File: config.mk
export PLATFORM = sky130hd
export DESIGN_NAME = sd_cmd_top
export DESIGN_NICKNAME = d
export VERILOG_FILES = /design/src/common/sd_cmd_pkg.sv /design/src/common/sd_host_pkg.sv /design/src/cmd_line/crc7.sv /design/src/cmd_line/cmd_driver.sv /design/src/rtl/cmd_request.sv /design/src/rtl/resp_capture.sv /design/src/rtl/sd_cmd_top.sv
export SDC_FILE = /design/constraint.sdc
export NUM_CORES = 1
export LEC_CHECK = 0
export BUFFER_PORTS_ARGS = -buffer_cell sky130_fd_sc_hd__buf_2
export CORE_UTILIZATION = 45
export DETAILED_ROUTE_END_ITERATION = 10
export PLACE_DENSITY = 0.68
export SYNTH_ARGS = -nofsm -noshare
export SYNTH_HDL_FRONTEND = slang
export SYNTH_SLANG_ARGS = --single-unit
export TNS_END_PERCENT = 100
File: constraint.sdc
create_clock -name iclk -period 2.9 [get_ports iclk]
set_clock_uncertainty 0.05 [all_clocks]
set_input_delay 0.29 -clock iclk [delete_from_list [all_inputs] [get_ports iclk]]
set_output_delay 0.29 -clock iclk [all_outputs]
set_load 0.03 [all_outputs]
File: src/common/sd_cmd_pkg.sv
// SD command frame definitions

package sd_cmd_pkg;

  // ==========================================================================
  // Frame geometry
  // ==========================================================================
  localparam int CMD_CONTENT_BITS = 40;  // Start, transmit, index, argument
  localparam int CRC_FIELD_BITS   = 8;   // 7 CRC bits plus end bit
  localparam int RESP_SHORT_BITS  = 39;  // R1/R3/R6/R7 body after start bit
  localparam int RESP_LONG_BITS   = 127; // R2 body after start bit

  // Field positions inside the 40-bit content
  localparam int FRAME_INDEX_LSB = 32;
  localparam int FRAME_INDEX_MSB = 37;

  // ==========================================================================
  // Field types
  // ==========================================================================
  typedef logic [5:0]                  cmd_index_t;
  typedef logic [31:0]                 cmd_arg_t;
  typedef logic [CMD_CONTENT_BITS-1:0] cmd_frame_t;
  typedef logic [6:0]                  crc7_t;

  // x^7 + x^3 + 1, the x^7 term is implicit
  localparam crc7_t CRC7_POLY = 7'h09;

  // Commands with special response handling
  localparam cmd_index_t CMD_ALL_SEND_CID  = 6'd2;  // Long R2 response
  localparam cmd_index_t CMD_GO_INACTIVE   = 6'd15; // No response at all
  localparam cmd_index_t ACMD_SEND_OP_COND = 6'd41; // R3, CRC field is all ones

endpackage

File: src/common/sd_host_pkg.sv
// SD host sequencer types

package sd_host_pkg;

  // Adjacent states differ in one bit along the normal path
  typedef enum logic [2:0] {
    IDLE      = 3'b000,
    SEND_CMD  = 3'b001,
    SEND_CRC  = 3'b011,
    WAIT_RESP = 3'b010,
    RCV_RESP  = 3'b110,
    RCV_CRC   = 3'b111
  } cmd_state_t;

  // Wide enough for the 127-bit R2 body
  typedef logic [7:0] bit_count_t;

  typedef logic [7:0] retry_count_t;

  // Retry counter stops here
  localparam retry_count_t RETRY_MAX = 8'hff;

endpackage

File: src/cmd_line/crc7.sv
// Serial CRC7 generator
`timescale 1ns/1ns

module crc7
  import sd_cmd_pkg::*;
(
  input  logic iclk,
  input  logic clear,   // Synchronous clear, also serves as reset
  input  logic data,    // Serial input, one bit per cycle
  input  logic unload,  // Shift remainder out instead of accumulating
  output logic crc_bit  // Remainder MSB
);

  crc7_t remainder;
  logic  feedback;

  assign feedback = data ^ remainder[6];

  always_ff @(posedge iclk) begin
    if (clear) begin
      remainder <= '0;
    end else if (unload) begin
      remainder <= {remainder[5:0], 1'b0}; // MSB first, zeros follow
    end else if (feedback) begin
      remainder <= {remainder[5:0], 1'b0} ^ CRC7_POLY;
    end else begin
      remainder <= {remainder[5:0], 1'b0};
    end
  end

  // Valid as the first CRC bit as soon as the last frame bit is absorbed
  assign crc_bit = remainder[6];

endmodule

File: src/cmd_line/cmd_driver.sv
// SD CMD line sequencer
`timescale 1ns/1ns

module cmd_driver
  import sd_cmd_pkg::*;
  import sd_host_pkg::*;
(
  input  logic       iclk,
  input  logic       irst,
  input  logic       req_go,
  input  cmd_index_t req_index,
  input  cmd_arg_t   req_arg,
  input  logic       cmd_in,    // From card, idles high
  output logic       cmd_out,   // To card, idles high
  output cmd_frame_t frame,
  output logic       done,
  output logic       crc_retry
);

  cmd_state_t state;
  cmd_state_t state_next;
  bit_count_t bit_cnt;     // Bits left in the current phase
  cmd_frame_t shift_reg;   // Command out, response in
  cmd_index_t saved_index;
  logic       crc_failed;

  logic crc_clear;
  logic crc_data;
  logic crc_unload;
  logic crc_bit;

  logic last_bit;
  logic load_frame;
  logic long_resp;
  logic no_resp;
  logic skip_crc;

  assign last_bit   = (bit_cnt == bit_count_t'(1));
  assign load_frame = (state == IDLE) && (req_go || crc_failed);

  // Per-command behavior
  assign long_resp = (saved_index == CMD_ALL_SEND_CID);
  assign no_resp   = (saved_index == CMD_GO_INACTIVE);
  assign skip_crc  = (saved_index == ACMD_SEND_OP_COND);

  // ==========================================================================
  // CRC7
  // ==========================================================================
  // Held clear until the first bit of either frame; the response start bit
  // is absorbed in WAIT_RESP on the cycle cmd_in goes low
  assign crc_clear  = irst || (state == IDLE) || ((state == WAIT_RESP) && cmd_in);
  assign crc_data   = (state == SEND_CMD) ? shift_reg[CMD_CONTENT_BITS-1] : cmd_in;
  assign crc_unload = (state == SEND_CRC) || (state == RCV_CRC);

  crc7 u_crc7 (
    .iclk    (iclk),
    .clear   (crc_clear),
    .data    (crc_data),
    .unload  (crc_unload),
    .crc_bit (crc_bit)
  );

  // ==========================================================================
  // State machine
  // ==========================================================================
  always_comb begin
    state_next = state;
    case (state)
      IDLE:      if (load_frame) state_next = SEND_CMD;
      SEND_CMD:  if (last_bit)   state_next = SEND_CRC;
      SEND_CRC: begin
        if (last_bit) begin
          state_next = no_resp ? IDLE : WAIT_RESP;
        end
      end
      WAIT_RESP: if (!cmd_in)    state_next = RCV_RESP; // Start bit seen
      RCV_RESP:  if (last_bit)   state_next = RCV_CRC;
      RCV_CRC:   if (last_bit)   state_next = IDLE;
      default:                   state_next = IDLE;
    endcase
  end

  always_ff @(posedge iclk) begin
    if (irst) begin
      state      <= IDLE;
      bit_cnt    <= '0;
      crc_failed <= 1'b0;
    end else begin
      state <= state_next;
      case (state)
        IDLE: begin
          if (load_frame) begin
            bit_cnt    <= bit_count_t'(CMD_CONTENT_BITS);
            crc_failed <= 1'b0; // Retry consumed
          end
        end
        SEND_CMD: begin
          bit_cnt <= last_bit ? bit_count_t'(CRC_FIELD_BITS) : bit_cnt - 1'b1;
        end
        SEND_CRC: begin
          bit_cnt <= bit_cnt - 1'b1;
        end
        WAIT_RESP: begin
          if (!cmd_in) begin
            bit_cnt <= long_resp ? bit_count_t'(RESP_LONG_BITS)
                                 : bit_count_t'(RESP_SHORT_BITS);
          end
        end
        RCV_RESP: begin
          bit_cnt <= last_bit ? bit_count_t'(CRC_FIELD_BITS) : bit_cnt - 1'b1;
        end
        RCV_CRC: begin
          bit_cnt <= bit_cnt - 1'b1;
          // Seven CRC bits compared, end bit ignored
          if (!last_bit && !skip_crc && (cmd_in != crc_bit)) begin
            crc_failed <= 1'b1;
          end
        end
        default: bit_cnt <= '0;
      endcase
    end
  end

  // ==========================================================================
  // Frame shift register
  // ==========================================================================
  // Resend reloads from the request side, which holds its fields while busy
  always_ff @(posedge iclk) begin
    if (load_frame) begin
      shift_reg   <= {1'b0, 1'b1, req_index, req_arg}; // Start, transmit
      saved_index <= req_index;
    end else if (state == SEND_CMD) begin
      shift_reg <= {shift_reg[CMD_CONTENT_BITS-2:0], 1'b0};
    end else if (state == RCV_RESP) begin
      shift_reg <= {shift_reg[CMD_CONTENT_BITS-2:0], cmd_in};
    end
  end

  // Outputs
  always_comb begin
    case (state)
      SEND_CMD: cmd_out = shift_reg[CMD_CONTENT_BITS-1];
      SEND_CRC: cmd_out = last_bit ? 1'b1 : crc_bit; // End bit last
      default:  cmd_out = 1'b1;
    endcase
  end

  assign frame     = shift_reg;
  assign done      = (state == IDLE) && !crc_failed;
  assign crc_retry = (state == IDLE) && crc_failed; // The pass-through cycle

endmodule

File: src/rtl/cmd_request.sv
// Host command request capture
`timescale 1ns/1ns

module cmd_request
  import sd_cmd_pkg::*;
(
  input  logic       iclk,
  input  logic       irst,
  input  logic       start,     // Level from host logic
  input  cmd_index_t cmd_index,
  input  cmd_arg_t   cmd_arg,
  input  logic       busy,      // Sequencer not idle
  output logic       req_go,    // One-cycle request pulse
  output cmd_index_t req_index,
  output cmd_arg_t   req_arg
);

  logic start_q;
  logic start_edge;

  // Only a fresh rising edge counts, and only while the line is free
  assign start_edge = start & ~start_q & ~busy;

  always_ff @(posedge iclk) begin
    if (irst) begin
      start_q <= 1'b0;
      req_go  <= 1'b0;
    end else begin
      start_q <= start;
      req_go  <= start_edge; // One cycle after the edge
    end
  end

  // Fields stay put for the whole transfer, retries included
  always_ff @(posedge iclk) begin
    if (start_edge) begin
      req_index <= cmd_index;
      req_arg   <= cmd_arg;
    end
  end

endmodule

File: src/rtl/resp_capture.sv
// Response capture and retry count
`timescale 1ns/1ns

module resp_capture
  import sd_cmd_pkg::*;
  import sd_host_pkg::*;
(
  input  logic         iclk,
  input  logic         irst,
  input  logic         done,
  input  logic         crc_retry,
  input  logic         req_go,
  input  cmd_frame_t   frame,
  output logic         resp_valid,
  output cmd_arg_t     resp,
  output cmd_index_t   resp_index,
  output retry_count_t retries
);

  logic done_q;
  logic done_rise;
  logic req_go_q;
  logic expect_resp;
  logic capture;

  assign done_rise = done & ~done_q;
  assign capture   = done_rise & expect_resp;

  always_ff @(posedge iclk) begin
    if (irst) begin
      done_q      <= 1'b1; // Sequencer comes out of reset idle
      req_go_q    <= 1'b0;
      expect_resp <= 1'b0;
      resp_valid  <= 1'b0;
      retries     <= '0;
    end else begin
      done_q     <= done;
      req_go_q   <= req_go;
      resp_valid <= capture;

      // Frame holds the new command one cycle after req_go
      if (req_go_q) begin
        expect_resp <= (frame[FRAME_INDEX_MSB:FRAME_INDEX_LSB] != CMD_GO_INACTIVE);
      end else if (done_rise) begin
        expect_resp <= 1'b0;
      end

      if (req_go) begin
        retries <= '0;
      end else if (crc_retry && (retries != RETRY_MAX)) begin
        retries <= retries + 1'b1; // Saturating
      end
    end
  end

  // Held until the next finished response
  always_ff @(posedge iclk) begin
    if (capture) begin
      resp       <= frame[FRAME_INDEX_LSB-1:0];
      resp_index <= frame[FRAME_INDEX_MSB:FRAME_INDEX_LSB];
    end
  end

endmodule

File: src/rtl/sd_cmd_top.sv
// SD host command path top level
`timescale 1ns/1ns

module sd_cmd_top
  import sd_cmd_pkg::*;
  import sd_host_pkg::*;
(
  input  logic         iclk,
  input  logic         irst,
  // Host request
  input  logic         start,
  input  cmd_index_t   cmd_index,
  input  cmd_arg_t     cmd_arg,
  // CMD line
  input  logic         cmd_in,
  output logic         cmd_out,
  // Host status and response
  output logic         busy,
  output logic         resp_valid,
  output cmd_arg_t     resp,
  output cmd_index_t   resp_index,
  output retry_count_t retries
);

  logic       req_go;
  cmd_index_t req_index;
  cmd_arg_t   req_arg;
  cmd_frame_t frame;
  logic       done;
  logic       crc_retry;

  assign busy = ~done;

  cmd_request u_cmd_request (
    .iclk      (iclk),
    .irst      (irst),
    .start     (start),
    .cmd_index (cmd_index),
    .cmd_arg   (cmd_arg),
    .busy      (busy),
    .req_go    (req_go),
    .req_index (req_index),
    .req_arg   (req_arg)
  );

  cmd_driver u_cmd_driver (
    .iclk      (iclk),
    .irst      (irst),
    .req_go    (req_go),
    .req_index (req_index),
    .req_arg   (req_arg),
    .cmd_in    (cmd_in),
    .cmd_out   (cmd_out),
    .frame     (frame),
    .done      (done),
    .crc_retry (crc_retry)
  );

  resp_capture u_resp_capture (
    .iclk       (iclk),
    .irst       (irst),
    .done       (done),
    .crc_retry  (crc_retry),
    .req_go     (req_go),
    .frame      (frame),
    .resp_valid (resp_valid),
    .resp       (resp),
    .resp_index (resp_index),
    .retries    (retries)
  );

endmodule

==> run_results.csv <==
group,metric,value,unit
status,status,"finished clean",
layout,multi_input_area,1540,um^2
layout,final.fill_count,1001,
worst_setup_path,r2r-end,"u_cmd_driver.frame[4]",
layout,sequential_cell_area,4300,um^2
timing,timing.fmax,406,MHz
timing,hold-worst-slack,0.0213,ns
logic_synthesis,post_synth_inst_count,380,
timing,final-hold-violation-count,0,
pwr,static-leakage-power,2.75,nW
logic_synthesis,synth_top_area_cell,"sky130_fd_sc_hd__edfxtp_1",
route,postRouteAntennaNets,0,
logic_synthesis,yosys-top-cells-count,"sky130_fd_sc_hd__edfxtp_1 (120), sky130_fd_sc_hd__mux2_2 (37), sky130_fd_sc_hd__dfxtp_1 (35)",
layout,finish.net_count,559,
logic_synthesis,yosys-top-cells-area,"sky130_fd_sc_hd__edfxtp_1 (61%), sky130_fd_sc_hd__dfxtp_1 (12%), sky130_fd_sc_hd__mux2_2 (7.0%), sky130_fd_sc_hd__a21oi_1 (1.3%), sky130_fd_sc_hd__o21ai_0 (1.2%)",
logic_synthesis,avg_synthesized_cell_area,15.6,um^2
route,routed_wire_length_per_instance,16.1,um
floorplanning,dieArea,13600,um^2
worst_setup_path,worst_setup_path_start_kind,"flop",
grt,maximum_number_of_pins_on_one_net_before_global_route_repair,40,
floorplanning,floorplan.core_area,12700,um^2
clock_tree,worstSkewPairLatency,0.42,ns
worst_setup_path,setup.worst_path.end_class,"output pin",
logic_synthesis,post_synth_edffs,120,
worst_setup_path,worstPathMaxFanout,10,
min_path,hold_path_end,"u_cmd_request.req_arg[0]",
placed_design,gp_congestion,0.819,
grt,grt_pass1_wl,17200,um
clock_tree,cts_tree,"done",
logic_synthesis,synth.yosys.seq_area_share,72.6,%
layout,drive_gt1_share,33.8,%
route,post_drt_via_cell_ratio,5.09,
timing,setup-violations-final,0,
placed_design,hpwl_after_dpl,7100,um
layout,n_antenna_cell,0,
grt,grt_antenna_before_repair,0,
clock_tree,clockRootBuffer,"sky130_fd_sc_hd__clkbuf_16",
layout,share_of_the_core_filled_with_cells_in_the_final_layout,59.7,%
route,drcViolationCount,0,
timing,final.period_utilization,84.8,%
clock_tree,cts_made_buffers,17,
worst_setup_path,worst_r2r_path_depth,4,
route,drt_iter0_drc,159,
grt,track_usage,17.4,%
floorplanning,die_h,117,um
floorplanning,die_w,117,um
clock_tree,cts_setup_buffers,0,
clock_tree,cts.hold.buffers_added,31,
logic_synthesis,yosys_warnings,0,
logic_synthesis,syn_area,5930,um^2
floorplanning,std_cell_rows,41,
worst_setup_path,worst-endpoint-arrival,2.12,ns
min_path,worstHoldPathCells,1,
logic_synthesis,synth-async-reset-ratio,0,%
layout,area_delta_synth_final,28.0,%
clock_tree,clock_sinks,155,
clock_tree,cts-resized-gates,0,
logic_synthesis,synthesis.nets,425,
min_path,hold_start,"cmd_arg[0]",
route,drt_pass1_iterations,4,
route,postRouteWirelength,11300,um
min_path,worst_hold_path_type,"primary input to flop",
pwr,power.ir.vdd_worst,0.511,mV
pwr,power_density,739,nW/um^2
clock_tree,clk_transition_reported_paths,0.06,ns
logic_synthesis,flops_latches_synth,155,
placed_design,io_buffer_count,90,
timing,grt_setup_unrepaired,"false",
logic_synthesis,synthMostInstantiatedCell,"sky130_fd_sc_hd__edfxtp_1",
worst_setup_path,worst-setup-path-type,"flop to output pin",
logic_synthesis,yosys_most_used_dff,"sky130_fd_sc_hd__edfxtp_1",
clock_tree,cts_buffer_depth,2,
timing,slew_headroom,51.2,%
timing,layout_min_cycle_time,2.46,ns
worst_setup_path,worst_ep_required_time,2.56,ns
logic_synthesis,yosysTopAreaCellShare,60.7,%
grt,globalRouteOverflowTotal,0,
grt,grt_pass1_vias,3473,
timing,tightest_pin_transition,0.725,ns
floorplanning,boundary_pins,91,
logic_synthesis,synth_cell_type_count,58,
worst_setup_path,r2r_start,"u_cmd_driver.state[1]",
timing,totalNegativeSetupSlack,0,ns
timing,slew_viol_final,0,
worst_setup_path,r2r_slack,0.64,ns
flow_run,drv.max_cap_violation_count,0,
route,routed-via-count,3559,
floorplanning,initial_utilization,46.6,%
clock_tree,htree_num_levels,4,
==> worst max-delay path by stage <==
stage,start,to,depth (start not counted)
2_1_floorplan,u_cmd_driver.state[0],u_cmd_request.req_arg[0],4
3_3_place_gp,u_cmd_driver.state[1],u_cmd_driver.frame[10],4
3_5_place_dp,u_cmd_driver.state[1],u_cmd_driver.frame[26],4
4_1_cts,u_cmd_driver.bit_cnt[0],cmd_out,6
5_1_grt,u_cmd_driver.bit_cnt[0],cmd_out,6
6_report,u_cmd_driver.bit_cnt[0],cmd_out,6
==> cell type report <==
| class | count | share of cell area [%] |
|---|---|---|
| Sequential cell | 155 | 56.7 |
| Multi-Input combinational cell | 204 | 20.3 |
| Timing Repair Buffer | 130 | 11.5 |
| Clock buffer | 17 | 5.60 |
| Tap cell | 172 | 2.84 |
| Clock inverter | 15 | 2.75 |
| Inverter | 6 | 0.297 |
==> critical path, cell delays in order, from the launching register on <==
cell and delay, ns:
sky130_fd_sc_hd__dfxtp_1 0.43, sky130_fd_sc_hd__ha_1 0.18, sky130_fd_sc_hd__nor4b_4 0.46, sky130_fd_sc_hd__and2_1 0.25, sky130_fd_sc_hd__o22ai_1 0.09, sky130_fd_sc_hd__nand2b_1 0.11, sky130_fd_sc_hd__buf_2 0.20
==> metrics by stage <==
step                power (mW)  setup slack, ns  area, um^2  std cells
CTS                       5.64            0.396        7550        695
floorplan                 3.07           -0.327        5930        380
global placement          3.22            0.731        6610        632
finish                    5.61            0.440        7590        699
detailed placement        3.24            0.684        6610        632
global route              5.81            0.283        7590        699
==> sequential cells by signal, summed over array words and instances (netlist names) <==
name                           count
u_cmd_driver.frame                40
u_cmd_request.req_arg             32
u_resp_capture.resp               32
u_cmd_driver.bit_cnt               8
u_resp_capture.retries             8
u_cmd_driver.u_crc7.remainder      7
u_cmd_driver.saved_index           6
u_cmd_request.req_index            6
u_resp_capture.resp_index          6
u_cmd_driver.state                 3
u_cmd_driver.crc_failed            1
u_cmd_request.req_go               1
u_cmd_request.start_q              1
u_resp_capture.done_q              1
u_resp_capture.expect_resp         1
u_resp_capture.req_go_q            1
u_resp_capture.resp_valid          1
==> cell usage in the layout (no fill, tap or decap), drive strengths merged, types with 4 or more instances in the layout <==
| cell type | count |
|---|---|
| bufinv | 4 |
| o21ai | 14 |
| nor4b | 4 |
| mux2 | 37 |
| nor3 | 10 |
| edfxtp | 120 |
| nand2b | 9 |
| or3 | 5 |
| buf | 95 |
| nand3 | 5 |
| or2 | 4 |
| xor2 | 6 |
| mux2i | 4 |
| clkbuf | 17 |
| dlygate4sd3 | 35 |
| and2 | 7 |
| dfxtp | 35 |
| nor2 | 17 |
| and3 | 4 |
| a21oi | 16 |
| inv | 13 |
| nor2b | 4 |
| nand2 | 12 |
==> where the power goes <==
part / internal, mW / switching, mW
Sequential: 2.61 / 0.108
Combinational: 0.240 / 0.268
Clock: 1.46 / 0.915
==> layer usage <==
metal	share of wire, %	vias to the layer above	global-route usage, %
met5	0	-	0
met4	0.62	0	6.41
met3	5.6	5	5.66
met2	49	100	27.3
met1	45	1733	22.6
li1	-	1721	-
==> kinds of logic after synthesis <==
| logic type | Yosys count | synth area share (%) |
|---|---|---|
| AOI/OAI and AO/OA | 57 | 6.20 |
| buffers and inverters | 21 | 1.79 |
| and+or+nand+nor | 96 | 10.1 |
| adders and majority gates | 3 | 0.633 |
| xor gates and xnor gates | 7 | 1.03 |
| muxes | 41 | 7.70 |
| DFF | 155 | 72.6 |
Note: power is estimated with default switching activity, not from simulation.
